===== src/rtl/rvPkg.sv =====
// shared widths, opcodes, alu codes, control bit indices and instruction views of the rv32i core
package rvPkg;

  localparam int xlen = 32;
  localparam int regIdxWidth = 5;
  localparam int aluOpWidth = 4;
  localparam int accessWidth = 2;
  localparam int ctrlWidth = 11;

  // major opcodes
  localparam logic [6:0] opLui = 7'b0110111;
  localparam logic [6:0] opAuipc = 7'b0010111;
  localparam logic [6:0] opJal = 7'b1101111;
  localparam logic [6:0] opJalr = 7'b1100111;
  localparam logic [6:0] opBranch = 7'b1100011;
  localparam logic [6:0] opLoad = 7'b0000011;
  localparam logic [6:0] opStore = 7'b0100011;
  localparam logic [6:0] opImm = 7'b0010011;
  localparam logic [6:0] opReg = 7'b0110011;
  localparam logic [6:0] opSystem = 7'b1110011;

  localparam logic [aluOpWidth-1:0] aluAdd = 4'd0;
  localparam logic [aluOpWidth-1:0] aluSub = 4'd1;
  localparam logic [aluOpWidth-1:0] aluSll = 4'd2;
  localparam logic [aluOpWidth-1:0] aluSlt = 4'd3;
  localparam logic [aluOpWidth-1:0] aluSltu = 4'd4;
  localparam logic [aluOpWidth-1:0] aluXor = 4'd5;
  localparam logic [aluOpWidth-1:0] aluSrl = 4'd6;
  localparam logic [aluOpWidth-1:0] aluSra = 4'd7;
  localparam logic [aluOpWidth-1:0] aluOr = 4'd8;
  localparam logic [aluOpWidth-1:0] aluAnd = 4'd9;
  localparam logic [aluOpWidth-1:0] aluPassB = 4'd10;
  localparam logic [aluOpWidth-1:0] aluEq = 4'd11;
  localparam logic [aluOpWidth-1:0] aluNe = 4'd12;
  localparam logic [aluOpWidth-1:0] aluGe = 4'd13;
  localparam logic [aluOpWidth-1:0] aluGeu = 4'd14;
  // blt and bltu give the same 1/0 as slt and sltu
  localparam logic [aluOpWidth-1:0] aluLt = aluSlt;
  localparam logic [aluOpWidth-1:0] aluLtu = aluSltu;

  // same encoding as funct3[1:0] of loads and stores
  localparam logic [accessWidth-1:0] sizeByte = 2'd0;
  localparam logic [accessWidth-1:0] sizeHalf = 2'd1;
  localparam logic [accessWidth-1:0] sizeWord = 2'd2;

  localparam int ctrlRegWen = 0;
  localparam int ctrlMemWen = 1;
  localparam int ctrlIsLoad = 2;
  localparam int ctrlIsBranch = 3;
  localparam int ctrlIsJal = 4;
  localparam int ctrlIsJalr = 5;
  localparam int ctrlUsePc = 6;
  localparam int ctrlNeedImm = 7;
  localparam int ctrlUnsigned = 8;
  localparam int ctrlEbreak = 9;
  localparam int ctrlIllegal = 10;

  // addi x0,x0,0
  localparam logic [xlen-1:0] nopWord = 32'h0000_0013;

  typedef struct packed {
    logic [6:0] funct7;
    logic [regIdxWidth-1:0] rs2;
    logic [regIdxWidth-1:0] rs1;
    logic [2:0] funct3;
    logic [regIdxWidth-1:0] rd;
    logic [6:0] opcode;
  } rFields;

  typedef struct packed {
    logic [11:0] imm;
    logic [regIdxWidth-1:0] rs1;
    logic [2:0] funct3;
    logic [regIdxWidth-1:0] rd;
    logic [6:0] opcode;
  } iFields;

  typedef struct packed {
    logic [6:0] immHi;
    logic [regIdxWidth-1:0] rs2;
    logic [regIdxWidth-1:0] rs1;
    logic [2:0] funct3;
    logic [4:0] immLo;
    logic [6:0] opcode;
  } sFields;

  typedef struct packed {
    logic imm12;
    logic [5:0] imm10To5;
    logic [regIdxWidth-1:0] rs2;
    logic [regIdxWidth-1:0] rs1;
    logic [2:0] funct3;
    logic [3:0] imm4To1;
    logic imm11;
    logic [6:0] opcode;
  } bFields;

  typedef struct packed {
    logic [19:0] imm;
    logic [regIdxWidth-1:0] rd;
    logic [6:0] opcode;
  } uFields;

  typedef struct packed {
    logic imm20;
    logic [9:0] imm10To1;
    logic imm11;
    logic [7:0] imm19To12;
    logic [regIdxWidth-1:0] rd;
    logic [6:0] opcode;
  } jFields;

  // one instruction word seen in each of the six formats
  typedef union packed {
    rFields rType;
    iFields iType;
    sFields sType;
    bFields bType;
    uFields uType;
    jFields jType;
  } instWord;

endpackage


===== src/rtl/alu.sv =====
// execute-stage alu for arithmetic, logic, shifts, set-less-than and branch conditions
`timescale 1ns/1ps

module alu (
  input  logic [rvPkg::xlen-1:0] opA,
  input  logic [rvPkg::xlen-1:0] opB,
  input  logic [rvPkg::aluOpWidth-1:0] aluOp,
  output logic [rvPkg::xlen-1:0] result
);
  import rvPkg::*;

  logic [4:0] shamt;
  logic lessSigned;
  logic lessUnsigned;
  logic equal;

  assign shamt = opB[4:0];
  assign lessSigned = ($signed(opA) < $signed(opB));
  assign lessUnsigned = (opA < opB);
  assign equal = (opA == opB);

  always_comb begin
    case (aluOp)
      aluAdd: result = opA + opB;
      aluSub: result = opA - opB;
      aluSll: result = opA << shamt;
      aluXor: result = opA ^ opB;
      aluSrl: result = opA >> shamt;
      aluSra: result = $signed(opA) >>> shamt;
      aluOr: result = opA | opB;
      aluAnd: result = opA & opB;
      aluPassB: result = opB;
      // compares give 0 or 1
      aluSlt: result = {{(xlen - 1){1'b0}}, lessSigned};
      aluSltu: result = {{(xlen - 1){1'b0}}, lessUnsigned};
      aluEq: result = {{(xlen - 1){1'b0}}, equal};
      aluNe: result = {{(xlen - 1){1'b0}}, !equal};
      aluGe: result = {{(xlen - 1){1'b0}}, !lessSigned};
      aluGeu: result = {{(xlen - 1){1'b0}}, !lessUnsigned};
      default: result = '0;
    endcase
  end

endmodule


===== config.mk =====
export PLATFORM = sky130hd
export DESIGN_NAME = alu
export DESIGN_NICKNAME = d
export VERILOG_FILES = /design/src/rtl/rvPkg.sv /design/src/rtl/alu.sv
export SDC_FILE = /design/constraint.sdc
export NUM_CORES = 1
export LEC_CHECK = 0
export ABC_AREA = 1
export BUFFER_PORTS_ARGS = -buffer_cell sky130_fd_sc_hd__buf_2
export CORE_ASPECT_RATIO = 2
export CORE_UTILIZATION = 60
export DETAILED_ROUTE_END_ITERATION = 12
export GPL_TIMING_DRIVEN = 0
export MAX_ROUTING_LAYER = met4
export PLACE_DENSITY_LB_ADDON = 0.08
export SLEW_MARGIN = 5
export SYNTH_ARGS = -nofsm -noshare
export SYNTH_HDL_FRONTEND = slang
export SYNTH_SLANG_ARGS = --single-unit
export TNS_END_PERCENT = 1

===== constraint.sdc =====
create_clock -name vclk -period 3.3
set_input_delay 0.33 -clock vclk [all_inputs]
set_output_delay 0.33 -clock vclk [all_outputs]
set_load 0.01 [all_outputs]

==> metrics, run 1 <==
Syn Inst Count=2033; area leader, netlist=nand2_1; yosys warns=0; detailed placement HPWL=47500 µm; initial core utilization=0.618; outcome=stopped before the end; cts hold-fix bufs=0; stop err=[ERROR GRT-0116] Global routing finished with congestion. Check the congestion regions in the DRC Viewer.; number of global-route vias before repair=16800; Overflow after GRT=407; Exit stage=global routing (5_1_grt); Final Wtd Congestion=1.30; I/O pin count=100; pin count of the biggest net entering global routing=13; first-pass GRT wire length=106000 µm; Die Y=185 µm; top cell type's share of synthesized area=0.231; port buffer count=100; main area contributors after synthesis=nand2_1 23%, nand3_1 21%, ha_1 14%; Die Wd=93.7 µm; post-synth cell types=48; row count=66; mapped cell area=10100 µm²; Seq/Total Area, Yosys=0; synthesized area per cell=4.97 µm²; Synthesized Nets=2212; placed instance count=2337; total track usage=0.821
==> cells in the mapped netlist, types with 3 or more instances <==
library cell    n
nor3_1         26
buf_4           7
o21ai_0        75
a21oi_2         4
clkbuf_1       22
nand2_2        13
buf_6           5
nand3b_1        4
o221ai_1        4
ha_1          109
buf_1           9
nor4_1          3
nand3_1       416
o21ai_1        10
a31oi_1         3
a21oi_1        97
inv_1         227
nand2_1       621
nor2_4          3
nor2_2          7
nor2_1        177
a221oi_1        3
o21bai_1       16
and2_1          8
o22ai_1        23
inv_2          11
o21a_1          5
or2_2           4
nand4_1        25
buf_2          54
o211ai_1       19
==> routing by layer <==
| metal | track usage | GRT overflow |
|---|---|---|
| met3 | 0.529 | 4 |
| met1 | 0.787 | 4 |
| met5 | - | - |
| met2 | 1.02 | 245 |
| met4 | 0.918 | 154 |
==> cell families after synthesis <==
logic type | synth area share
adders and majority gates | 0.139
AOI/OAI and AO/OA | 0.155
muxes | 0.000991
buffers and inverters | 0.139
xor gates and xnor gates | 0.00260
and+or+nand+nor | 0.563
==> per-stage QoR <==
stage / worst slack, ps / instance area [µm²]
after CTS: 16.9 / 10900
after detailed placement: -649 / 10900
after global placement: -643 / 10900
after floorplan: 602 / 10100
==> timing repair <==
| item | in CTS |
|---|---|
| gates resized for setup | 16 |
| setup endpoints to repair | 31 |
| setup buffers | 1 |
==> run 2: changes to the inputs <==
--- a/config.mk
+++ b/config.mk
@@ -7,12 +7,10 @@
 export LEC_CHECK = 0
 export ABC_AREA = 1
 export BUFFER_PORTS_ARGS = -buffer_cell sky130_fd_sc_hd__buf_2
-export CORE_ASPECT_RATIO = 2
-export CORE_UTILIZATION = 60
+export CORE_UTILIZATION = 40
 export DETAILED_ROUTE_END_ITERATION = 12
 export GPL_TIMING_DRIVEN = 0
-export MAX_ROUTING_LAYER = met4
-export PLACE_DENSITY_LB_ADDON = 0.08
+export PLACE_DENSITY_LB_ADDON = 0.15
 export SLEW_MARGIN = 5
 export SYNTH_ARGS = -nofsm -noshare
 export SYNTH_HDL_FRONTEND = slang
==> run 2 against run 1 <==
The flow now finishes, with violations (negative setup slack); synthesized cell count unchanged; synthesized area unchanged.
==> metrics, run 2 <==
synth cell count leaders=621 x nand2_1, 416 x nand3_1, 227 x inv_1; cts hold-fix bufs=0 (unchanged); most common cell after layout, fill and taps aside=nand2_1; Die Y=161 µm (-13%); first-pass GRT wire length=85000 µm; net switching fraction of the power=0.715; Clk pwr share=0; Syn Inst Count=2033 (unchanged); area of the multi-input gates=8770 µm²; Synthesized Nets=2212 (unchanged); Die Wd=161 µm (+72%); outcome=finished with violations; mapped cell area=10100 µm² (unchanged); main area contributors after synthesis=nand2_1 23%, nand3_1 21%, ha_1 14%; busiest grt layer=met2; final count of hold timing violations=0; Ant. Diodes=0; worst-case vdd ir drop=75.9 µV; Overflow after GRT=0; pin count of the biggest net entering global routing=21; port buffer count=100 (unchanged); CP max stage delay=390 ps; Placeable Area=24500 µm²; placed instance count=2457 (+5.1%); met2 usage=0.723; Switch Pwr=1.37 mW; area leader, netlist=nand2_1; die footprint=25900 µm²; vias=14900; Pwr Total=1.91 mW; sequential share of power=0; Hold Crit Class=in -> out; initial core utilization=0.412 (-0.206); final setup fails=1; WP data required=2970 ps; Worst EP arrival=2990 ps; violated checks=negative setup slack; layout cell share with drive strength beyond 1=0.113; Leak Pwr=6.07 nW; number of global-route vias before repair=13600; post-route cell area=11100 µm²; crit-path cells=buf_2 > inv_1 > buf_6 > ha_1 > buf_2 > inv_1 > nand2_1 > nand2_1 > nand3b_1 > o21ai_0 > nand4_1 > a21oi_2 > nand2_1 > buf_2; GR Util met3=0.0421; Post-Route WL=58500 µm; # clk buffers=0; most frequent cells in the layout=613 x nand2_1, 413 x nand3_1, 226 x inv_1, 174 x nor2_1, 149 x buf_2; Fillers=2890; initial antenna violation count=1; met1 usage=0.565; CP Launch Type=primary input; Final period util=1.01; Seq/Total Area, Yosys=0 (unchanged); WP buf/inv=6; synthesized area per cell=4.97 µm² (unchanged); post-synth cell types=48 (unchanged); Reg area=0 µm²; nets@finish=2314; Final WS setup=-23.2 ps; Final Wtd Congestion=1.10 (-16%); Max Fclk=0.301 GHz; yosys warns=0 (unchanged); Pins Over Slew Limit=0; Period minus WS final=3320 ps; Top delay family on crit path=buffers and inverters; DP Worst Slack=-1150 ps (-505 ps); worst-margin pin slew=1200 ps; pwr/cell area=172 nW/µm²; DRC Markers=0; CP Max Fanout=20; Vias/cell=6.08; total track usage=0.441; Synth-to-Final Area Change=10.3%; post-route insts no fill=2457; I/O pin count=100 (unchanged); DR WL/cell=23.8 µm; row count=57 (-14%); detailed placement HPWL=49000 µm (+3.2%); dpl cell area=11000 µm² (+1.4%); most frequent cell after synthesis=nand2_1; DR pass1 iterations=6; slew margin rel.=0.195; CP max-delay cell=nand3b_1; CP Class=in -> out; ANT nets after route=0; RSZ-0062 raised after global routing=true; max-cap violation count=0; Int Pwr=544 µW; top cell type's share of synthesized area=0.231 (unchanged); Combinational Power Share=1.000; CP endpoint kind=output pin; FF+latch count=0; 1st-iter DRT viols=2071
run 2: cell counts after synthesis:
No cell type changed its count.
run 2: through the flow:
| step | hold slack (ps) | utilization | setup TNS [ps] |
|---|---|---|---|
| 2_1_floorplan | 890 | - | 0 |
| 3_3_place_gp | 1180 | 0.448 | -21490 |
| 3_5_place_dp | 1180 | 0.448 | -23130 |
| 4_1_cts | 1180 | 0.451 | 0 |
| 5_1_grt | 1220 | 0.454 | -228 |
| 6_report | 1170 | 0.454 | -23.2 |
run 2: cells by family (layout without fill, tap and decap cells):
| logic type | after synthesis | count (layout) | share of synthesized area |
|---|---|---|---|
| AND/OR/NAND/NOR | 1312 | 1312 | 0.563 |
| buffers and inverters | 336 | 436 | 0.139 |
| AO/OA/AOI/OAI | 270 | 270 | 0.155 |
| adder cells (fa/ha/maj) | 111 | 111 | 0.139 |
| XOR/XNOR | 3 | 3 | 0.00260 |
| multiplexers | 1 | 1 | 0.000991 |
run 2: final timing paths:
| check | depth (start not counted) | slack (ps) | start | end |
|---|---|---|---|---|
| min | 6 | 1170 | aluOp[3] | result[0] |
| max | 14 | -20 | opB[4] | result[5] |
run 2: metal layers:
| metal | vias up | wire (µm) |
|---|---|---|
| met5 | - | 13 |
| met4 | 2 | 3900 |
| met3 | 214 | 5970 |
| met2 | 1004 | 25900 |
| met1 | 6810 | 22700 |
| li1 | 6898 | - |
run 2: power by group through the flow:
stage	Combinational, mW	Sequential, mW	Clock, mW
detailed placement	1.80	0	0
global route	2.05	0	0
global placement	1.79	0	0
floorplan	1.14	0	0
CTS	1.82	0	0
finish	1.91	0	0
run 2: cell type report:
type | instances | share of cell area
timing repair buffer | 104 | 0.0479
tap | 324 | 0.0364
inverter | 238 | 0.0806
multi-input combinational | 1697 | 0.788
buffer | 94 | 0.0471
run 2: timing repair:
action,CTS,global route
setup buffers,1,3
endpoints found under the setup margin,31,26
gates resized for setup,22,16
pin swaps,1,4
gates cloned,0,0
No activity file was read; power rests on OpenSTA's default activity.
