--- config.mk ---
export PLATFORM = sky130hd
export DESIGN_NAME = decoder_flat
export DESIGN_NICKNAME = d
export VERILOG_FILES = /design/src/rtl/rvPkg.sv /design/src/rtl/decodeIf.sv /design/src/rtl/decoder.sv /design/src/flat_wrapper.sv
export SDC_FILE = /design/constraint.sdc
export NUM_CORES = 1
export LEC_CHECK = 0
export ABC_AREA = 1
export ABC_CLOCK_PERIOD_IN_PS = 2150
export BUFFER_PORTS_ARGS = -buffer_cell sky130_fd_sc_hd__buf_4
export CORE_MARGIN = 2
export CORE_UTILIZATION = 47
export DETAILED_ROUTE_END_ITERATION = 10
export PLACE_DENSITY = 0.91
export SLEW_MARGIN = 20
export SYNTH_ARGS = -nofsm -noshare
export SYNTH_HDL_FRONTEND = slang
export SYNTH_SLANG_ARGS = --single-unit
--- constraint.sdc ---
create_clock -name vclk -period 2.15
set_input_delay 0.215 -clock vclk [all_inputs]
set_output_delay 0.215 -clock vclk [all_outputs]
set_load 0.01 [all_outputs]
--- src/rtl/rvPkg.sv ---
// shared widths, opcodes, alu codes, control bit indices and instruction views of the rv32i core
package rvPkg;

  localparam int xlen = 32;
  localparam int regIdxWidth = 5;
  localparam int aluOpWidth = 4;
  localparam int accessWidth = 2;
  localparam int ctrlWidth = 11;

  // major opcodes
  localparam logic [6:0] opLui = 7'b0110111;
  localparam logic [6:0] opAuipc = 7'b0010111;
  localparam logic [6:0] opJal = 7'b1101111;
  localparam logic [6:0] opJalr = 7'b1100111;
  localparam logic [6:0] opBranch = 7'b1100011;
  localparam logic [6:0] opLoad = 7'b0000011;
  localparam logic [6:0] opStore = 7'b0100011;
  localparam logic [6:0] opImm = 7'b0010011;
  localparam logic [6:0] opReg = 7'b0110011;
  localparam logic [6:0] opSystem = 7'b1110011;

  localparam logic [aluOpWidth-1:0] aluAdd = 4'd0;
  localparam logic [aluOpWidth-1:0] aluSub = 4'd1;
  localparam logic [aluOpWidth-1:0] aluSll = 4'd2;
  localparam logic [aluOpWidth-1:0] aluSlt = 4'd3;
  localparam logic [aluOpWidth-1:0] aluSltu = 4'd4;
  localparam logic [aluOpWidth-1:0] aluXor = 4'd5;
  localparam logic [aluOpWidth-1:0] aluSrl = 4'd6;
  localparam logic [aluOpWidth-1:0] aluSra = 4'd7;
  localparam logic [aluOpWidth-1:0] aluOr = 4'd8;
  localparam logic [aluOpWidth-1:0] aluAnd = 4'd9;
  localparam logic [aluOpWidth-1:0] aluPassB = 4'd10;
  localparam logic [aluOpWidth-1:0] aluEq = 4'd11;
  localparam logic [aluOpWidth-1:0] aluNe = 4'd12;
  localparam logic [aluOpWidth-1:0] aluGe = 4'd13;
  localparam logic [aluOpWidth-1:0] aluGeu = 4'd14;
  // blt and bltu give the same 1/0 as slt and sltu
  localparam logic [aluOpWidth-1:0] aluLt = aluSlt;
  localparam logic [aluOpWidth-1:0] aluLtu = aluSltu;

  // same encoding as funct3[1:0] of loads and stores
  localparam logic [accessWidth-1:0] sizeByte = 2'd0;
  localparam logic [accessWidth-1:0] sizeHalf = 2'd1;
  localparam logic [accessWidth-1:0] sizeWord = 2'd2;

  localparam int ctrlRegWen = 0;
  localparam int ctrlMemWen = 1;
  localparam int ctrlIsLoad = 2;
  localparam int ctrlIsBranch = 3;
  localparam int ctrlIsJal = 4;
  localparam int ctrlIsJalr = 5;
  localparam int ctrlUsePc = 6;
  localparam int ctrlNeedImm = 7;
  localparam int ctrlUnsigned = 8;
  localparam int ctrlEbreak = 9;
  localparam int ctrlIllegal = 10;

  // addi x0,x0,0
  localparam logic [xlen-1:0] nopWord = 32'h0000_0013;

  typedef struct packed {
    logic [6:0] funct7;
    logic [regIdxWidth-1:0] rs2;
    logic [regIdxWidth-1:0] rs1;
    logic [2:0] funct3;
    logic [regIdxWidth-1:0] rd;
    logic [6:0] opcode;
  } rFields;

  typedef struct packed {
    logic [11:0] imm;
    logic [regIdxWidth-1:0] rs1;
    logic [2:0] funct3;
    logic [regIdxWidth-1:0] rd;
    logic [6:0] opcode;
  } iFields;

  typedef struct packed {
    logic [6:0] immHi;
    logic [regIdxWidth-1:0] rs2;
    logic [regIdxWidth-1:0] rs1;
    logic [2:0] funct3;
    logic [4:0] immLo;
    logic [6:0] opcode;
  } sFields;

  typedef struct packed {
    logic imm12;
    logic [5:0] imm10To5;
    logic [regIdxWidth-1:0] rs2;
    logic [regIdxWidth-1:0] rs1;
    logic [2:0] funct3;
    logic [3:0] imm4To1;
    logic imm11;
    logic [6:0] opcode;
  } bFields;

  typedef struct packed {
    logic [19:0] imm;
    logic [regIdxWidth-1:0] rd;
    logic [6:0] opcode;
  } uFields;

  typedef struct packed {
    logic imm20;
    logic [9:0] imm10To1;
    logic imm11;
    logic [7:0] imm19To12;
    logic [regIdxWidth-1:0] rd;
    logic [6:0] opcode;
  } jFields;

  // one instruction word seen in each of the six formats
  typedef union packed {
    rFields rType;
    iFields iType;
    sFields sType;
    bFields bType;
    uFields uType;
    jFields jType;
  } instWord;

endpackage

--- src/rtl/decodeIf.sv ---
// decoded fields of the id-stage instruction, driven by the decoder and read by the core top
`timescale 1ns/1ps

interface decodeIf;
  import rvPkg::*;

  logic [regIdxWidth-1:0] rs1;
  logic [regIdxWidth-1:0] rs2;
  logic [regIdxWidth-1:0] rd;
  logic [xlen-1:0] imm;
  logic [aluOpWidth-1:0] aluOp;
  logic [accessWidth-1:0] size;
  logic [ctrlWidth-1:0] ctrl;

  // decoder side
  modport producer (
    output rs1, rs2, rd, imm, aluOp, size, ctrl
  );

  // id/ex register and forwarding side
  modport consumer (
    input rs1, rs2, rd, imm, aluOp, size, ctrl
  );

endinterface

--- src/rtl/decoder.sv ---
// id-stage decoder, turns an instruction word into operands, immediate, alu code and control bits
`timescale 1ns/1ps

module decoder (
  input rvPkg::instWord inst,
  decodeIf.producer dec
);
  import rvPkg::*;

  localparam logic [xlen-1:0] ebreakWord = 32'h0010_0073;

  logic [6:0] opcode;
  logic [2:0] funct3;
  logic [6:0] funct7;
  logic [xlen-1:0] iImm;
  logic [xlen-1:0] sImm;
  logic [xlen-1:0] bImm;
  logic [xlen-1:0] uImm;
  logic [xlen-1:0] jImm;
  logic bad;

  // opcode and funct fields sit at the same bits in every format
  assign opcode = inst.rType.opcode;
  assign funct3 = inst.rType.funct3;
  assign funct7 = inst.rType.funct7;

  assign iImm = {{20{inst.iType.imm[11]}}, inst.iType.imm};
  assign sImm = {{20{inst.sType.immHi[6]}}, inst.sType.immHi, inst.sType.immLo};
  assign bImm = {{19{inst.bType.imm12}}, inst.bType.imm12, inst.bType.imm11,
                 inst.bType.imm10To5, inst.bType.imm4To1, 1'b0};
  assign uImm = {inst.uType.imm, 12'b0};
  assign jImm = {{11{inst.jType.imm20}}, inst.jType.imm20, inst.jType.imm19To12,
                 inst.jType.imm11, inst.jType.imm10To1, 1'b0};

  always_comb begin
    dec.rs1 = inst.rType.rs1;
    dec.rs2 = inst.rType.rs2;
    dec.rd = inst.rType.rd;
    dec.imm = '0;
    dec.aluOp = aluAdd;
    dec.size = sizeWord;
    dec.ctrl = '0;
    bad = 1'b0;
    case (opcode)
      opLui, opAuipc: begin
        dec.rs1 = '0;
        dec.rs2 = '0;
        dec.imm = uImm;
        dec.aluOp = (opcode == opLui) ? aluPassB : aluAdd;
        dec.ctrl[ctrlUsePc] = (opcode == opAuipc);
        dec.ctrl[ctrlRegWen] = 1'b1;
        dec.ctrl[ctrlNeedImm] = 1'b1;
      end
      opJal: begin
        dec.rs1 = '0;
        dec.rs2 = '0;
        dec.imm = jImm;
        dec.ctrl[ctrlRegWen] = 1'b1;
        dec.ctrl[ctrlIsJal] = 1'b1;
        dec.ctrl[ctrlUsePc] = 1'b1;
        dec.ctrl[ctrlNeedImm] = 1'b1;
      end
      opJalr: begin
        dec.rs2 = '0;
        dec.imm = iImm;
        dec.ctrl[ctrlRegWen] = 1'b1;
        dec.ctrl[ctrlIsJalr] = 1'b1;
        dec.ctrl[ctrlNeedImm] = 1'b1;
        bad = (funct3 != 3'b000);
      end
      opBranch: begin
        dec.rd = '0;
        dec.imm = bImm;
        dec.ctrl[ctrlIsBranch] = 1'b1;
        case (funct3)
          3'b000: dec.aluOp = aluEq;
          3'b001: dec.aluOp = aluNe;
          3'b100: dec.aluOp = aluLt;
          3'b101: dec.aluOp = aluGe;
          3'b110: dec.aluOp = aluLtu;
          3'b111: dec.aluOp = aluGeu;
          default: bad = 1'b1;
        endcase
      end
      opLoad: begin
        dec.rs2 = '0;
        dec.imm = iImm;
        dec.size = funct3[1:0];
        dec.ctrl[ctrlRegWen] = 1'b1;
        dec.ctrl[ctrlIsLoad] = 1'b1;
        dec.ctrl[ctrlNeedImm] = 1'b1;
        dec.ctrl[ctrlUnsigned] = funct3[2];
        // lbu and lhu only, no unsigned word on rv32
        bad = (funct3[1:0] == 2'b11) || (funct3[2] && funct3[1]);
      end
      opStore: begin
        dec.rd = '0;
        dec.imm = sImm;
        dec.size = funct3[1:0];
        dec.ctrl[ctrlMemWen] = 1'b1;
        dec.ctrl[ctrlNeedImm] = 1'b1;
        bad = funct3[2] || (funct3[1:0] == 2'b11);
      end
      opImm, opReg: begin
        if (opcode == opImm) begin
          dec.rs2 = '0;
          dec.imm = iImm;
          dec.ctrl[ctrlNeedImm] = 1'b1;
        end
        dec.ctrl[ctrlRegWen] = 1'b1;
        case (funct3)
          3'b000: dec.aluOp = (opcode == opReg && funct7[5]) ? aluSub : aluAdd;
          3'b001: dec.aluOp = aluSll;
          3'b010: dec.aluOp = aluSlt;
          3'b011: dec.aluOp = aluSltu;
          3'b100: dec.aluOp = aluXor;
          3'b101: dec.aluOp = funct7[5] ? aluSra : aluSrl;
          3'b110: dec.aluOp = aluOr;
          default: dec.aluOp = aluAnd;
        endcase
        // funct7 is immediate bits for addi-style ops, checked only for shifts and reg ops
        if (opcode == opReg || funct3 == 3'b001 || funct3 == 3'b101) begin
          bad = !(funct7 == 7'b0000000 ||
                  (funct7 == 7'b0100000 && (funct3 == 3'b101 ||
                                            (funct3 == 3'b000 && opcode == opReg))));
        end
      end
      opSystem: begin
        if (inst == ebreakWord) begin
          dec.ctrl[ctrlEbreak] = 1'b1;
        end else begin
          bad = 1'b1;
        end
      end
      default: bad = 1'b1;
    endcase
    // an illegal word must not touch registers, memory or the pc
    if (bad) begin
      dec.ctrl = '0;
      dec.ctrl[ctrlIllegal] = 1'b1;
    end
  end

endmodule

--- src/flat_wrapper.sv ---
// flat-port wrapper written by rule: the top's interface ports become plain ports
module decoder_flat import rvPkg::*;
  (inst, dec_rs1, dec_rs2, dec_rd, dec_imm, dec_aluOp, dec_size, dec_ctrl);
  decodeIf dec_i ();
  input rvPkg::instWord inst;
  output wire logic [$bits(dec_i.rs1)-1:0] dec_rs1;
  output wire logic [$bits(dec_i.rs2)-1:0] dec_rs2;
  output wire logic [$bits(dec_i.rd)-1:0] dec_rd;
  output wire logic [$bits(dec_i.imm)-1:0] dec_imm;
  output wire logic [$bits(dec_i.aluOp)-1:0] dec_aluOp;
  output wire logic [$bits(dec_i.size)-1:0] dec_size;
  output wire logic [$bits(dec_i.ctrl)-1:0] dec_ctrl;
  assign dec_rs1 = dec_i.rs1;
  assign dec_rs2 = dec_i.rs2;
  assign dec_rd = dec_i.rd;
  assign dec_imm = dec_i.imm;
  assign dec_aluOp = dec_i.aluOp;
  assign dec_size = dec_i.size;
  assign dec_ctrl = dec_i.ctrl;
  decoder u_core (.inst(inst), .dec(dec_i));
endmodule
==> results.cfg, run 1 <==
[finish]
drive_above_1_share_pct = 33.0
nClkBuffers = 0
nets = 416
multiInputGateArea_um2 = 1080
flops_and_latches = 0
antenna_cells = 0
seqCellArea_um2 = 0
num-fill-cells = 263
syn_to_final_growth_pct = 54.6
final_cells = 413

[critical_path]
cp_max_fo = 20
path_class = primary input to primary output
crit_path_end_kind = primary output
cp.required_ns = 1.93
critPathLaunchType = primary input
cp.arrival_ns = 1.60

[flow_run]
drv_cap = 0

[yosys]
synth_top_area_share_pct = 24.7
yosysSeqAreaShare_pct = 0
synth-compound-area-share_pct = 19.7
syn_inst = 291
synth_fa_ha_area_share_pct = 0
synth_xor_area_share_pct = 0
synthMuxAreaShare_pct = 0
synth_top_family_by_area = simple AND/OR/NAND/NOR gates
yosysTopAreaCell = nand2_1
synthTopCellsByArea = nand2_1 25%, nor2_1 14%, inv_1 13%
ys_types = 29
yosysWarningCount = 0
syn_area_per_cell_um2 = 4.59
syn-cell-area_um2 = 1340
syn_nets = 323
synth-simple-area-share_pct = 61.0

[timing]
period_share_pct = 84.3
slew-limit-headroom_pct = 70.3
rsz0062_at_grt = no
worst_pin_slew_ns = 0.444
final_hold_viol_count = 0
fin_crit_ns = 1.81
drv_slew = 0
setup_viol = 0
clock.fmax_mhz = 551
fin_tns_setup_ns = 0

[routing]
route.vias.total = 2148
ant_nets = 0
via_per_inst = 5.20
dr.pass1.iters = 4
wl_um = 4770
routedWlPerCell_um = 11.5
drc_errors = 0
drt_iter0_markers = 105

[pwr]
vdd_ir_drop_max_mv = 0.117
power_leakage_uw = 0.00127
finalPower_uw = 248
power-per-cell-area_nw_per_um2 = 120

[die]
core_um2 = 2730
ioPinCount = 96
num_rows = 19
start_util_pct = 48.8
die_x_um = 57.3
dieHeight_um = 57.3
dieArea_um2 = 3280

[place]
dpl.hpwl_um = 3940
port_buffers = 96
dp.cells = 413
gp_congestion = 0.946

[cts]
cts_setup_buffers = 0
ctsResizeCount = 0
hold_buffers = 0

[min_path]
worst_hold_path_type = primary input to primary output

[global_route]
grt_antenna_before_repair = 0
grt_pass1_vias = 1830
gr-total-overflow = 0
grt_max_degree = 21
grt_usage_pct = 26.8
grt_pass1_wl_um = 7380

[status]
status = complete, no violations
-- metal layers --
layer / up-vias / GRT usage, % / routed length [µm]
met2: 112 / 50.4 / 2320
met5: - / 0 / 0
met3: 6 / 1.59 / 431
li1: 1090 / - / -
met4: 0 / 4.98 / 55
met1: 940 / 33.5 / 1960
-- where the power goes --
group	leakage [µW]	internal (µW)	switching, µW
logic	0.00127	109	139
clock network	0	0	0
registers	0	0	0
total	0.00127	109	139
-- cell type report --
cell class | count | share of cell area (%)
timing repair buffer | 99 | 36.0
inverter | 54 | 9.94
tap | 31 | 1.88
multi-input combinational | 229 | 52.2
-- critical path, stage by stage --
cell     delay, ns
buf_4         0.12
nor2_2        0.17
nand4_2       0.17
nor2_1        0.28
nor2_2        0.08
nand2_2       0.09
o21ai_2       0.06
buf_4         0.21
nand2_1       0.09
buf_4         0.12
-- cells in the mapped netlist (2+ instances only) --
library cell and n:
nand2_1 88, nand4_2 2, nand3_1 9, nand4_1 4
nor4_1 2, a21oi_1 13, nand2_2 6, inv_2 5
nor3_1 2, o21ai_0 29, inv_1 48, nand2_4 2
nor2_2 6, nor2_1 49, buf_4 3, o22ai_1 2
nor2_4 3, nand3b_1 6, buf_2 2
-- layout by cell type, fill, tap and decap left out, types with 5 or more instances in the layout --
| master | instances |
|---|---|
| a21oi_1 | 13 |
| nor2_2 | 6 |
| o21ai_0 | 29 |
| nand2_2 | 6 |
| nor2_1 | 49 |
| inv_2 | 5 |
| nand2_1 | 88 |
| nand3b_1 | 6 |
| inv_1 | 48 |
| buf_4 | 99 |
| nand3_1 | 9 |
-- logic make-up after synthesis --
group	after synthesis
AO/OA/AOI/OAI	49
AND/OR/NAND/NOR	180
buffers and inverters	62
-- path summary, 6_finish.rpt --
path,from,to,slack [ns],cells after the start
max,inst[3],dec_imm[17],0.34,10
min,inst[7],dec_rd[0],0.71,4
-- stage by stage --
stage	setup WS [ns]	area (µm²)	hold slack (ns)	util [%]
after floorplan	0.737	1340	0.528	-
after global placement	0.380	2060	0.715	75.5
after detailed placement	0.365	2060	0.719	75.5
after CTS	0.358	2060	0.719	75.5
after global routing	0.213	2060	0.732	75.5
final	0.337	2060	0.714	75.5
(Power assumes the default switching activity.)
==> run 2, diff against run 1 <==
- ABC_CLOCK_PERIOD_IN_PS: 2150 -> 1900
- CORE_UTILIZATION: 47 -> 44
- PLACE_DENSITY: 0.91 -> 0.86
- clock period: 2.15 -> 1.9 ns (I/O delays scaled with it)
==> run 2 against run 1 <==
Via count rose by 1.4%. Sequential share of layout area unchanged. Flip-flop and latch count unchanged. Worst setup slack got worse by 0.19 ns. Routed wire length rose by 5.5%. Die area up 6.3%. Count of clock-buffer cells in the layout did not move. Core utilization down 1.7 points. First-iteration DRC count rose by 45%. Largest power group unchanged.
==> results.cfg, run 2 (same netlist as run 1, synthesis figures left out) <==
[timing]
slew-limit-headroom_pct = 78.7
final_hold_viol_count = 0
holdWs_ns = 0.661
worst_pin_slew_ns = 0.315
period_share_pct = 92.5
rsz0062_at_grt = no
setup_viol = 0
setup_ws_ns = 0.142
drv_slew = 0
fin_crit_ns = 1.76
fin_tns_setup_ns = 0
clock.fmax_mhz = 569

[critical_path]
cp.arrival_ns = 1.57
max_stage_delay_ns = 0.23
crit_path_end_kind = primary output
slowest_stage = nand2_1
worstPathCellList = buf_4 > inv_2 > nor2_2 > inv_2 > nor2_2 > nand2_1 > nand2_2 > o21ai_2 > buf_4 > nand2_1 > buf_4
path_class = primary input to primary output
critPathLaunchType = primary input
cp.required_ns = 1.71
cp_max_fo = 12
path_common_cell = buf_4

[min_path]
hold_depth = 4
worst_hold_path_type = primary input to primary output

[routing]
ant_nets = 0
dr.pass1.iters = 5
drt_iter0_markers = 152
route.vias.total = 2179
wl_um = 5030
routedWlPerCell_um = 12.1
drc_errors = 0
via_per_inst = 5.24

[global_route]
use_met1_pct = 37.5
grt-busiest-layer = met2
gr-total-overflow = 0
grt_pass1_wl_um = 7870
grt_usage_pct = 27.3
grt_pass1_vias = 1849
grtUsageMet2_pct = 46.2
grt_max_degree = 14
grt_antenna_before_repair = 0
use_met3_pct = 1.53

[die]
dieHeight_um = 59.1
core_um2 = 2830
ioPinCount = 96
start_util_pct = 47.2
num_rows = 19
die_x_um = 59.1
dieArea_um2 = 3490

[finish]
layout_commonest_cell = buf_4
seqCellArea_um2 = 0
nClkBuffers = 0
layout_common_cells = 102 x buf_4, 88 x nand2_1, 48 x inv_1, 48 x nor2_1, 29 x o21ai_0
antenna_cells = 0
syn_to_final_growth_pct = 56.5
flops_and_latches = 0
nets = 419
drive_above_1_share_pct = 33.8

[pwr]
vdd_ir_drop_max_mv = 0.104
finalPower_uw = 284
power_leakage_uw = 0.00129
power-per-cell-area_nw_per_um2 = 136

[place]
pre_cts_slack_ns = 0.146
gp_congestion = 1.00
port_buffers = 96
dpl.hpwl_um = 4220

[cts]
hold_buffers = 0

[status]
status = complete, no violations

[flow_run]
drv_cap = 0
==> run 2: what timing repair did <==
action	4_1_cts	5_1_grt
endpoints found under the setup margin	0	4
setup buffers	0	0
gates resized for setup	0	1
==> run 2: worst max-delay path: cells and delay by family <==
kind	cells	cell delay (ns)
compound gates	1	0.18
buf+inv	5	0.65
simple gates	5	0.54
==> run 2: through the flow <==
step / cell area (µm²) / util (%) / std cells
after CTS: 2090 / 73.8 / 416
final: 2090 / 73.9 / 416
after floorplan: 1340 / - / 291
after global placement: 2090 / 73.8 / 416
after detailed placement: 2090 / 73.8 / 416
after global routing: 2090 / 73.9 / 416
==> run 2: report_power, final <==
group | switching [µW] | leakage, µW | total, µW | internal [µW]
registers | 0 | 0 | 0 | 0
logic | 160 | 0.00129 | 284 | 124
clock network | 0 | 0 | 0 | 0
total | 160 | 0.00129 | 284 | 124
==> run 2: area by class of cell <==
type | instances | area (µm²)
Fill cell | 278 | 739
Tap cell | 31 | 38.8
Multi-Input combinational cell | 229 | 1080
Timing Repair Buffer | 102 | 766
Inverter | 54 | 205
==> run 2: worst paths after layout <==
check / from / to / slack [ns]
worst min-delay path: inst[7] / dec_rd[0] / 0.66
worst max-delay path: inst[4] / dec_imm[30] / 0.14
==> run 2: layer usage <==
| metal | share of wire [%] | vias to the layer above |
|---|---|---|
| met3 | 9.7 | 12 |
| met5 | 0 | - |
| met1 | 41 | 922 |
| met4 | 1.5 | 0 |
| li1 | - | 1104 |
| met2 | 48 | 141 |
