$ cat config.mk
export PLATFORM = sky130hd
export DESIGN_NAME = regFile
export DESIGN_NICKNAME = d
export VERILOG_FILES = /design/src/rtl/rvPkg.sv /design/src/rtl/regFile.sv
export SDC_FILE = /design/constraint.sdc
export NUM_CORES = 1
export LEC_CHECK = 0
export BUFFER_PORTS_ARGS = -buffer_cell sky130_fd_sc_hd__buf_2
export CAP_MARGIN = 20
export CELL_PAD_IN_SITES_DETAIL_PLACEMENT = 1
export CELL_PAD_IN_SITES_GLOBAL_PLACEMENT = 2
export CORE_AREA = 2 2 306 534
export CTS_BUF_LIST = sky130_fd_sc_hd__clkbuf_16
export CTS_CLUSTER_DIAMETER = 120
export DETAILED_ROUTE_END_ITERATION = 10
export DIE_AREA = 0 0 308 536
export HOLD_SLACK_MARGIN = 0.06
export PLACE_DENSITY = 0.6
export SETUP_SLACK_MARGIN = 0.4
export SLEW_MARGIN = 15
export SYNTH_ARGS = -nofsm -noshare
export SYNTH_HDL_FRONTEND = slang
export SYNTH_SLANG_ARGS = --single-unit
$ cat constraint.sdc
create_clock -name clk -period 3.15 [get_ports clk]
set_clock_uncertainty 0.1 [all_clocks]
set_input_delay 0.4725 -clock clk [delete_from_list [all_inputs] [get_ports clk]]
set_output_delay 0.4725 -clock clk [all_outputs]
set_load 0.01 [all_outputs]
$ cat src/rtl/rvPkg.sv
// shared widths, opcodes, alu codes, control bit indices and instruction views of the rv32i core
package rvPkg;

  localparam int xlen = 32;
  localparam int regIdxWidth = 5;
  localparam int aluOpWidth = 4;
  localparam int accessWidth = 2;
  localparam int ctrlWidth = 11;

  // major opcodes
  localparam logic [6:0] opLui = 7'b0110111;
  localparam logic [6:0] opAuipc = 7'b0010111;
  localparam logic [6:0] opJal = 7'b1101111;
  localparam logic [6:0] opJalr = 7'b1100111;
  localparam logic [6:0] opBranch = 7'b1100011;
  localparam logic [6:0] opLoad = 7'b0000011;
  localparam logic [6:0] opStore = 7'b0100011;
  localparam logic [6:0] opImm = 7'b0010011;
  localparam logic [6:0] opReg = 7'b0110011;
  localparam logic [6:0] opSystem = 7'b1110011;

  localparam logic [aluOpWidth-1:0] aluAdd = 4'd0;
  localparam logic [aluOpWidth-1:0] aluSub = 4'd1;
  localparam logic [aluOpWidth-1:0] aluSll = 4'd2;
  localparam logic [aluOpWidth-1:0] aluSlt = 4'd3;
  localparam logic [aluOpWidth-1:0] aluSltu = 4'd4;
  localparam logic [aluOpWidth-1:0] aluXor = 4'd5;
  localparam logic [aluOpWidth-1:0] aluSrl = 4'd6;
  localparam logic [aluOpWidth-1:0] aluSra = 4'd7;
  localparam logic [aluOpWidth-1:0] aluOr = 4'd8;
  localparam logic [aluOpWidth-1:0] aluAnd = 4'd9;
  localparam logic [aluOpWidth-1:0] aluPassB = 4'd10;
  localparam logic [aluOpWidth-1:0] aluEq = 4'd11;
  localparam logic [aluOpWidth-1:0] aluNe = 4'd12;
  localparam logic [aluOpWidth-1:0] aluGe = 4'd13;
  localparam logic [aluOpWidth-1:0] aluGeu = 4'd14;
  // blt and bltu give the same 1/0 as slt and sltu
  localparam logic [aluOpWidth-1:0] aluLt = aluSlt;
  localparam logic [aluOpWidth-1:0] aluLtu = aluSltu;

  // same encoding as funct3[1:0] of loads and stores
  localparam logic [accessWidth-1:0] sizeByte = 2'd0;
  localparam logic [accessWidth-1:0] sizeHalf = 2'd1;
  localparam logic [accessWidth-1:0] sizeWord = 2'd2;

  localparam int ctrlRegWen = 0;
  localparam int ctrlMemWen = 1;
  localparam int ctrlIsLoad = 2;
  localparam int ctrlIsBranch = 3;
  localparam int ctrlIsJal = 4;
  localparam int ctrlIsJalr = 5;
  localparam int ctrlUsePc = 6;
  localparam int ctrlNeedImm = 7;
  localparam int ctrlUnsigned = 8;
  localparam int ctrlEbreak = 9;
  localparam int ctrlIllegal = 10;

  // addi x0,x0,0
  localparam logic [xlen-1:0] nopWord = 32'h0000_0013;

  typedef struct packed {
    logic [6:0] funct7;
    logic [regIdxWidth-1:0] rs2;
    logic [regIdxWidth-1:0] rs1;
    logic [2:0] funct3;
    logic [regIdxWidth-1:0] rd;
    logic [6:0] opcode;
  } rFields;

  typedef struct packed {
    logic [11:0] imm;
    logic [regIdxWidth-1:0] rs1;
    logic [2:0] funct3;
    logic [regIdxWidth-1:0] rd;
    logic [6:0] opcode;
  } iFields;

  typedef struct packed {
    logic [6:0] immHi;
    logic [regIdxWidth-1:0] rs2;
    logic [regIdxWidth-1:0] rs1;
    logic [2:0] funct3;
    logic [4:0] immLo;
    logic [6:0] opcode;
  } sFields;

  typedef struct packed {
    logic imm12;
    logic [5:0] imm10To5;
    logic [regIdxWidth-1:0] rs2;
    logic [regIdxWidth-1:0] rs1;
    logic [2:0] funct3;
    logic [3:0] imm4To1;
    logic imm11;
    logic [6:0] opcode;
  } bFields;

  typedef struct packed {
    logic [19:0] imm;
    logic [regIdxWidth-1:0] rd;
    logic [6:0] opcode;
  } uFields;

  typedef struct packed {
    logic imm20;
    logic [9:0] imm10To1;
    logic imm11;
    logic [7:0] imm19To12;
    logic [regIdxWidth-1:0] rd;
    logic [6:0] opcode;
  } jFields;

  // one instruction word seen in each of the six formats
  typedef union packed {
    rFields rType;
    iFields iType;
    sFields sType;
    bFields bType;
    uFields uType;
    jFields jType;
  } instWord;

endpackage

$ cat src/rtl/regFile.sv
// integer register file with two asynchronous read ports and one write port, x0 reads as zero
`timescale 1ns/1ps

module regFile (
  input  logic clk,
  input  logic [rvPkg::regIdxWidth-1:0] rs1,
  input  logic [rvPkg::regIdxWidth-1:0] rs2,
  output logic [rvPkg::xlen-1:0] rdata1,
  output logic [rvPkg::xlen-1:0] rdata2,
  input  logic wen,
  input  logic [rvPkg::regIdxWidth-1:0] rd,
  input  logic [rvPkg::xlen-1:0] wdata
);
  import rvPkg::*;

  logic [xlen-1:0] regs [2**regIdxWidth];

  always_ff @(posedge clk) begin
    if (wen && rd != '0) begin
      regs[rd] <= wdata;
    end
  end

  // x0 is never written, so force its read value
  assign rdata1 = (rs1 == '0) ? '0 : regs[rs1];
  assign rdata2 = (rs2 == '0) ? '0 : regs[rs2];

endmodule

==> flow_summary.toml, run 1 <==
[critical_path]
critPathKind = "flop to output pin"
crit_required_ns = 2.58
endpoint = "rdata2[25]"
crit_path_start = "regs[24][25]"
endpoint_kind = "output pin"
worstPathArrival_ns = 2.55
critPathMaxFanout = 2
cp-start-kind = "flop"

[clocking]
cts_buffers = 94
cts_hold_buf = 0
root_buffer = "clkbuf_16"
cts_tree = "done"
clockBufferDepth = 3
cts.sinks = 1024
path_clk_slew_ns = 0.06
htreeDepth = 3

[place]
io_buffer_count = 112
dpl.cell_count = 4888
gp_congestion = 0.835
dp.final_hpwl_um = 122000

[timing]
rsz0062_at_grt = "yes"
slew_violations = 0
tns_ns = 0
clock.fmax_ghz = 0.320
period_minus_slack_ns = 3.12
period_share = 0.992
finalSetupViolCount = 0
hold_slack_ns = 0.164
finalHoldViolations = 0
worst_pin_slew_ns = 0.763
slew_headroom = 0.491

[pwr]
p_sw_frac = 0.242
finalPower_uw = 31000
p_leak_uw = 0.0202
comb_power_share = 0.122
p_int_uw = 23500
peakVddDrop_mv = 0.469
p_clk_frac = 0.385
switching_power_uw = 7490
powerDensity_mw_per_mm2 = 517
seqPwrFrac = 0.493

[routing]
drt-wirelength-per-cell_um = 37.7
drt-initial-drc-count = 2911
antenna_left = 0
first_pass_iters = 7
vias = 30400
drc = 0
finalWirelength_um = 196000
via_per_inst = 5.86

[finish]
utilization = 0.373
nets = 3086
syn2layout_area_growth_pct = 25.3
drive_gt1_frac = 0.435
top_regs = "regs (1024)"
top_register = "regs"
largest_reg_flops = 1024
instances_no_fill = 5183

[floorplanning]
die-area_sq_mm = 0.165
die_w_um = 308
io_pins = 113
start_util = 0.298
die_y_um = 536
rows = 195
core_area_sq_mm = 0.161

[synthesis]
yosysSeqAreaShare = 0.642
yosys_warnings = 0
synth_cell_type_count = 38
synthFlopType = "edfxtp_1"
syn_area_sq_mm = 0.0479
synth.avg_cell_area_sq_um = 18.7
synth_edf_count = 1024
ys_ff_latch = 1024
async_flop_share = 0
syn_inst = 2564

[min_path]
hp-class = "input pin to flop"

[global_route]
grt_pass1_vias = 32900
gr-total-overflow = 0
grt_pass1_wl_um = 268000
grt_start_max_net_pins = 44
track_usage = 0.235
antenna_found_initial = 15

[run_status]
status = "finished clean"

[job]
cap_violations = 0
## area by class of cell
type | count | area [sq um]
fill | 15700 | 101000
clock buffer | 99 | 2480
antenna | 5 | 12.5
multi-input combinational | 1353 | 17800
timing repair buffer | 562 | 5780
inverter | 2 | 8.76
tap | 2068 | 2590
sequential | 1024 | 30700
clock inverter | 70 | 651
## Yosys cell counts (37+ instances only)
library cell | number | area, sq um
mux2i_1 | 320 | 3200
a211oi_1 | 64 | 480
o221ai_1 | 64 | 561
o21ai_0 | 51 | 255
nor2b_1 | 37 | 231
buf_4 | 51 | 383
mux4_1 | 54 | 1420
mux2_2 | 64 | 721
edfxtp_1 | 1024 | 30700
clkbuf_1 | 98 | 368
buf_2 | 51 | 255
a22oi_1 | 64 | 480
mux4_2 | 298 | 6710
nand2_1 | 83 | 312
## routing by layer
metal / global-route usage / wire length (um) / vias up
met2: 0.417 / 100000 / 1317
met1: 0.279 / 73800 / 16700
met3: 0.0339 / 11200 / 416
met5: 0 / 75 / -
met4: 0.111 / 10400 / 12
li1: - / - / 11900
## kinds of logic after synthesis
kind of cell    synth area share
buf+inv                   0.0244
simple gates              0.0217
mux                        0.251
flops                      0.642
other cells            0.0000782
compound gates            0.0609
## through the flow
stage	setup WS (ns)	area, sq um
after floorplan	0.158	48100
after global placement	-0.304	53800
after detailed placement	-0.283	53900
after CTS	-0.0397	59600
after global routing	-0.0324	60000
final	0.0259	60100
## worst max-delay path: stages, from the launching register on
cell      delay, ns
edfxtp_1       0.40
mux4_2         0.47
mux2_4         0.30
a221oi_4       0.28
a211oi_2       0.10
buf_4          0.18
buf_6          0.12
## power by group through the flow
stage                     Clock, uW  Combinational [uW]  Sequential, uW
after floorplan                   0                1610           15500
after global placement            0                3160           15600
after detailed placement          0                3200           15600
after CTS                     12100                3740           15300
after global routing          12600                3950           15300
final                         11900                3790           15300
## what timing repair did
item	in CTS	in global routing
pin swaps	70	45
resized for setup	435	52
setup buffers	89	22
gates cloned	9	1
endpoints found under the setup margin	64	64
## placed cells by master, fill, tap and decap left out, types with 6 or more instances in the layout
| cell | n |
|---|---|
| clkinv_2 | 18 |
| bufbuf_16 | 6 |
| buf_4 | 335 |
| o21ai_1 | 15 |
| a22oi_2 | 18 |
| clkbuf_16 | 100 |
| nand3b_1 | 6 |
| edfxtp_1 | 1024 |
| a21oi_1 | 31 |
| a22oi_1 | 46 |
| a311oi_4 | 6 |
| o221ai_1 | 64 |
| a311oi_2 | 23 |
| mux4_2 | 350 |
| nand4_1 | 32 |
| inv_1 | 11 |
| bufinv_16 | 12 |
| a221oi_2 | 16 |
| o21ai_0 | 6 |
| o21ai_2 | 18 |
| nor2b_4 | 8 |
| nand2_1 | 83 |
| buf_2 | 68 |
| a221oi_4 | 19 |
| buf_8 | 6 |
| buf_16 | 16 |
| a211oi_2 | 57 |
| nor2b_1 | 29 |
| o21ai_4 | 16 |
| nor2_4 | 33 |
| buf_6 | 49 |
| mux2_4 | 59 |
| conb_1 | 32 |
| mux2i_1 | 320 |
| clkinv_1 | 21 |
| a221oi_1 | 20 |
| buf_12 | 81 |
## how the worst min path moves through the flow
stage / startpoint / endpoint / slack (ns) / cells after the start
floorplan: wdata[0] / regs[0][0] / 0.47 / 0
global placement: wdata[30] / regs[25][30] / 0.85 / 1
CTS: wdata[30] / regs[11][30] / 0.14 / 1
detailed placement: wdata[2] / regs[25][2] / 0.87 / 1
finish: wdata[30] / regs[10][30] / 0.16 / 1
global route: wdata[30] / regs[11][30] / 0.18 / 1
(Power assumes the default switching activity.)
==> inputs of run 2 (changes only) <==
--- a/config.mk
+++ b/config.mk
@@ -10,12 +10,13 @@
 export CELL_PAD_IN_SITES_DETAIL_PLACEMENT = 1
 export CELL_PAD_IN_SITES_GLOBAL_PLACEMENT = 2
 export CORE_AREA = 2 2 306 534
-export CTS_BUF_LIST = sky130_fd_sc_hd__clkbuf_16
+export CTS_BUF_LIST = sky130_fd_sc_hd__clkbuf_4 sky130_fd_sc_hd__clkbuf_8
 export CTS_CLUSTER_DIAMETER = 120
 export DETAILED_ROUTE_END_ITERATION = 10
 export DIE_AREA = 0 0 308 536
 export HOLD_SLACK_MARGIN = 0.06
 export PLACE_DENSITY = 0.6
+export REMOVE_ABC_BUFFERS = 1
 export SETUP_SLACK_MARGIN = 0.4
 export SLEW_MARGIN = 15
 export SYNTH_ARGS = -nofsm -noshare
==> flow_summary.toml, run 2 (synthesis gave the netlist of run 1 again) <==
[floorplanning]
core_area_sq_mm = 0.161
start_util = 0.298
rows = 195
io_pins = 113
die-area_sq_mm = 0.165
die_w_um = 308
die_y_um = 536

[timing]
rsz0062_at_grt = "yes"
finalSetupViolCount = 27
clock.fmax_ghz = 0.301
finalHoldViolations = 0
postLayoutSetupSlackWorst_ns = -0.175
slew_headroom = 0.559
slew_violations = 0
period_minus_slack_ns = 3.32
worst_pin_slew_ns = 0.661
period_share = 1.06

[routing]
antenna_left = 0
finalWirelength_um = 188000
drc = 0
via_per_inst = 5.79
vias = 30000
drt-wirelength-per-cell_um = 36.3
first_pass_iters = 5
drt-initial-drc-count = 2509

[finish]
mostFrequentLayoutCell = "edfxtp_1"
utilization = 0.366
final_cell_mix = "1,024 x edfxtp_1, 348 x mux4_2, 320 x mux2i_1, 228 x buf_4, 165 x clkbuf_8"
top_regs = "regs (1024)"
nets = 3062
top_register = "regs"
largest_reg_flops = 1024
finish.instance_area_sq_mm = 0.0589
syn2layout_area_growth_pct = 22.8
drive_gt1_frac = 0.424

[critical_path]
cp-start-kind = "flop"
endpoint_kind = "output pin"
critPathMaxFanout = 2
crit_required_ns = 2.58
worstPathArrival_ns = 2.75
critPathKind = "flop to output pin"

[global_route]
grt_pass1_vias = 33000
grt_pass1_wl_um = 261000
gr-total-overflow = 0
grt_start_max_net_pins = 51
antenna_found_initial = 5
track_usage = 0.227

[min_path]
hp-class = "input pin to flop"

[place]
io_buffer_count = 112
placed_area_sq_mm = 0.0534
gp_congestion = 0.781
dp.final_hpwl_um = 107000

[clocking]
root_buffer = "clkbuf_8"
clockBufferDepth = 4
cts.sinks = 1024
htreeDepth = 4
path_clk_slew_ns = 0.07
cts_tree = "done"
cts_buffers = 161

[pwr]
peakVddDrop_mv = 0.269
powerDensity_mw_per_mm2 = 512
p_leak_uw = 0.0195

[run_status]
violations = "negative setup slack"
status = "finished with violations"

[job]
cap_violations = 0
-- run 2: cell types whose count changed in the layout (fill, tap and decap cells not counted), moves of 9 or more --
| cell | change |
|---|---|
| clkbuf_8 | +165 |
| buf_4 | -107 |
| buf_6 | -21 |
| clkbuf_4 | +41 |
| buf_2 | +12 |
| inv_1 | -11 |
| buf_16 | -12 |
| dlygate4sd3_1 | +32 |
| buf_12 | +15 |
| clkbuf_16 | -100 |
| o21ai_2 | +9 |
| o21ai_4 | -10 |
-- run 2: report_power, final --
group	internal (uW)	switching, uW	leakage, uW
Combinational	1520	2000	0.00867
Sequential	15200	94.7	0.00925
Clock	5890	5420	0.00158
Total	22600	7510	0.0195
-- run 2: per-stage QoR --
| stage | setup slack, ns | total power, uW | hold WS [ns] | setup TNS (ns) | std cells |
|---|---|---|---|---|---|
| detailed placement | -0.239 | 18700 | 0.873 | -1.57 | 4799 |
| global route | -0.226 | 31000 | 0.460 | -4.61 | 5183 |
| floorplan | -0.665 | 16800 | 0.471 | -15.39 | 2379 |
| CTS | -0.216 | 30300 | 0.392 | -4.69 | 5152 |
| global placement | -0.294 | 18600 | 0.851 | -2.16 | 4798 |
| finish | -0.175 | 30100 | 0.440 | -1.77 | 5186 |
-- run 2: layout make-up --
type                    count  area (sq um)
diodes                      6          15.0
clock buffers             206          2580
clock inverters            56           438
fillers                 16000        102000
inverters                   2          12.5
multi-input cells        1353         17600
flip-flops and latches   1024         30700
well taps                2068          2590
repair buffers            471          4840
-- run 2: worst max-delay path, cell delays in order, from the launching register on --
cell	delay [ns]
edfxtp_1	0.41
mux4_1	0.52
mux2_2	0.30
a221oi_2	0.24
a211oi_1	0.10
buf_4	0.17
buf_2	0.13
-- run 2: routing by layer --
metal / track usage / routed length [um]
met3: 0.0280 / 8980
met5: 0 / 0
met1: 0.268 / 71400
met2: 0.409 / 98900
met4: 0.101 / 8770
-- run 2: final timing paths --
path | start | to | slack, ns | cells past startpoint
min | rd[4] | regs[7][19] | 0.44 | 4
max | regs[30][21] | rdata2[21] | -0.17 | 6
-- run 2: what timing repair did --
| item | in CTS | in global routing |
|---|---|---|
| pin swaps | 39 | 63 |
| setup endpoints to repair | 64 | 64 |
| buffers inserted | 58 | 28 |
| endpoints found under the hold margin | 1024 | 0 |
| resized for setup | 264 | 118 |
| hold buffers | 32 | 0 |
| cloned | 1 | 0 |
==> inputs of run 3 (changes only) <==
--- a/config.mk
+++ b/config.mk
@@ -15,7 +15,7 @@
 export DETAILED_ROUTE_END_ITERATION = 10
 export DIE_AREA = 0 0 308 536
 export HOLD_SLACK_MARGIN = 0.06
-export PLACE_DENSITY = 0.6
+export PLACE_DENSITY = 0.66
 export REMOVE_ABC_BUFFERS = 1
 export SETUP_SLACK_MARGIN = 0.4
 export SLEW_MARGIN = 15
==> flow_summary.toml, run 3 (synthesis gave the netlist of run 1 again) <==
[global_route]
gr-total-overflow = 0
grt_start_max_net_pins = 51
grt_pass1_wl_um = 252000
track_usage = 0.217
grt_pass1_vias = 33200
antenna_found_initial = 6

[clocking]
cts_buffers = 153
clockBufferDepth = 4
cts_tree = "done"
cts.sinks = 1024
htreeDepth = 4
path_clk_slew_ns = 0.07
root_buffer = "clkbuf_8"

[routing]
via_per_inst = 5.83
drt-initial-drc-count = 2495
antenna_left = 0
first_pass_iters = 5
finalWirelength_um = 182000
vias = 30200
drc = 0
drt-wirelength-per-cell_um = 35.1

[timing]
rsz0062_at_grt = "yes"
finalSetupViolCount = 34
period_share = 1.04
finalHoldViolations = 0
clock.fmax_ghz = 0.306
slew_headroom = 0.260
period_minus_slack_ns = 3.27
postLayoutSetupSlackWorst_ns = -0.117
hold_slack_ns = 0.376
worst_pin_slew_ns = 1.11
slew_violations = 0

[place]
placed_area_sq_mm = 0.0535
io_buffer_count = 112
dpl.cell_count = 4822
gp_congestion = 0.801
place_ws_ns = -0.236
dp.final_hpwl_um = 107000

[critical_path]
crit_required_ns = 2.58
endpoint_kind = "output pin"
cp-start-kind = "flop"
worstPathArrival_ns = 2.69
critPathMaxFanout = 2
critPathKind = "flop to output pin"

[floorplanning]
die_y_um = 536
start_util = 0.298
die_w_um = 308
core_area_sq_mm = 0.161
io_pins = 113
die-area_sq_mm = 0.165
rows = 195

[finish]
top_regs = "regs (1024)"
seqCellArea_sq_mm = 0.0307
fill_cells = 16000
multi_input_area_sq_mm = 0.0176
drive_gt1_frac = 0.420
syn2layout_area_growth_pct = 22.3
largest_reg_flops = 1024
finish.instance_area_sq_mm = 0.0586
instances_no_fill = 5178
nets = 3057
mostFrequentLayoutCell = "edfxtp_1"
top_register = "regs"
final_cell_mix = "1,024 x edfxtp_1, 350 x mux4_2, 320 x mux2i_1, 237 x buf_4, 156 x clkbuf_8"

[pwr]
p_leak_uw = 0.0194
peakVddDrop_mv = 0.264
powerDensity_mw_per_mm2 = 509

[min_path]
hp-class = "input pin to flop"
hold_depth = 4
hp-start = "rd[0]"
worstHoldEndpoint = "regs[9][9]"

[job]
cap_violations = 0

[run_status]
status = "finished with violations"
violations = "negative setup slack"
## run 3: changes by cell type in the layout (fill, tap and decap cells not counted), sizes merged
cell,previous run,this run
inv,1,4
clkinv,45,42
clkinvlp,5,4
diode,6,2
bufbuf,1,0
buf,438,441
bufinv,7,8
clkbuf,206,200
## run 3: timing repair
action,CTS,global route
buffers inserted,35,31
setup endpoints to repair,64,64
hold buffers,32,0
gates resized for setup,298,74
cloned,0,1
pin swaps,45,52
hold endpoints to repair,1024,0
## run 3: worst max-delay path by stage
stage | slack, ns | depth (start not counted) | to | startpoint
global route | -0.17 | 6 | rdata2[30] | regs[24][30]
floorplan | -0.66 | 3 | rdata2[21] | rs2[3]
finish | -0.12 | 6 | rdata2[22] | regs[25][22]
CTS | -0.18 | 6 | rdata2[9] | regs[28][9]
global placement | -0.23 | 9 | rdata1[8] | rs1[0]
detailed placement | -0.24 | 9 | rdata1[8] | rs1[0]
## run 3: metrics by stage
| stage | util | total power [uW] | TNS, ns |
|---|---|---|---|
| 2_1_floorplan | - | 16800 | -15.39 |
| 3_3_place_gp | 0.332 | 18600 | -1.35 |
| 3_5_place_dp | 0.332 | 18700 | -1.73 |
| 4_1_cts | 0.360 | 30000 | -4.23 |
| 5_1_grt | 0.364 | 30600 | -4.61 |
| 6_report | 0.364 | 29800 | -1.52 |
## run 3: per-layer routing
layer  GRT usage  wire length, um
met1       0.248            66200
met2       0.384            93100
met5           0               27
met3      0.0326            10800
met4       0.125            11700
## run 3: where the power goes
group          leakage, uW  switching, uW  internal (uW)
Clock              0.00154           5280           5760
Combinational      0.00861           1980           1520
Sequential         0.00925           96.1          15200
Total               0.0194           7360          22500
## run 3: final cells by class
class	instances	share of cell area
diodes	2	0.0000854
clock inverters	56	0.00794
inverters	2	0.000149
clock buffers	199	0.0421
well taps	2068	0.0441
repair buffers	474	0.0815
flip-flops and latches	1024	0.524
multi-input cells	1353	0.300
## run 3: critical path, stage by stage, from the launching register on
cell      delay, ns
edfxtp_1       0.41
mux4_2         0.46
mux2_4         0.30
a221oi_4       0.36
a211oi_2       0.06
buf_4          0.14
buf_2          0.13
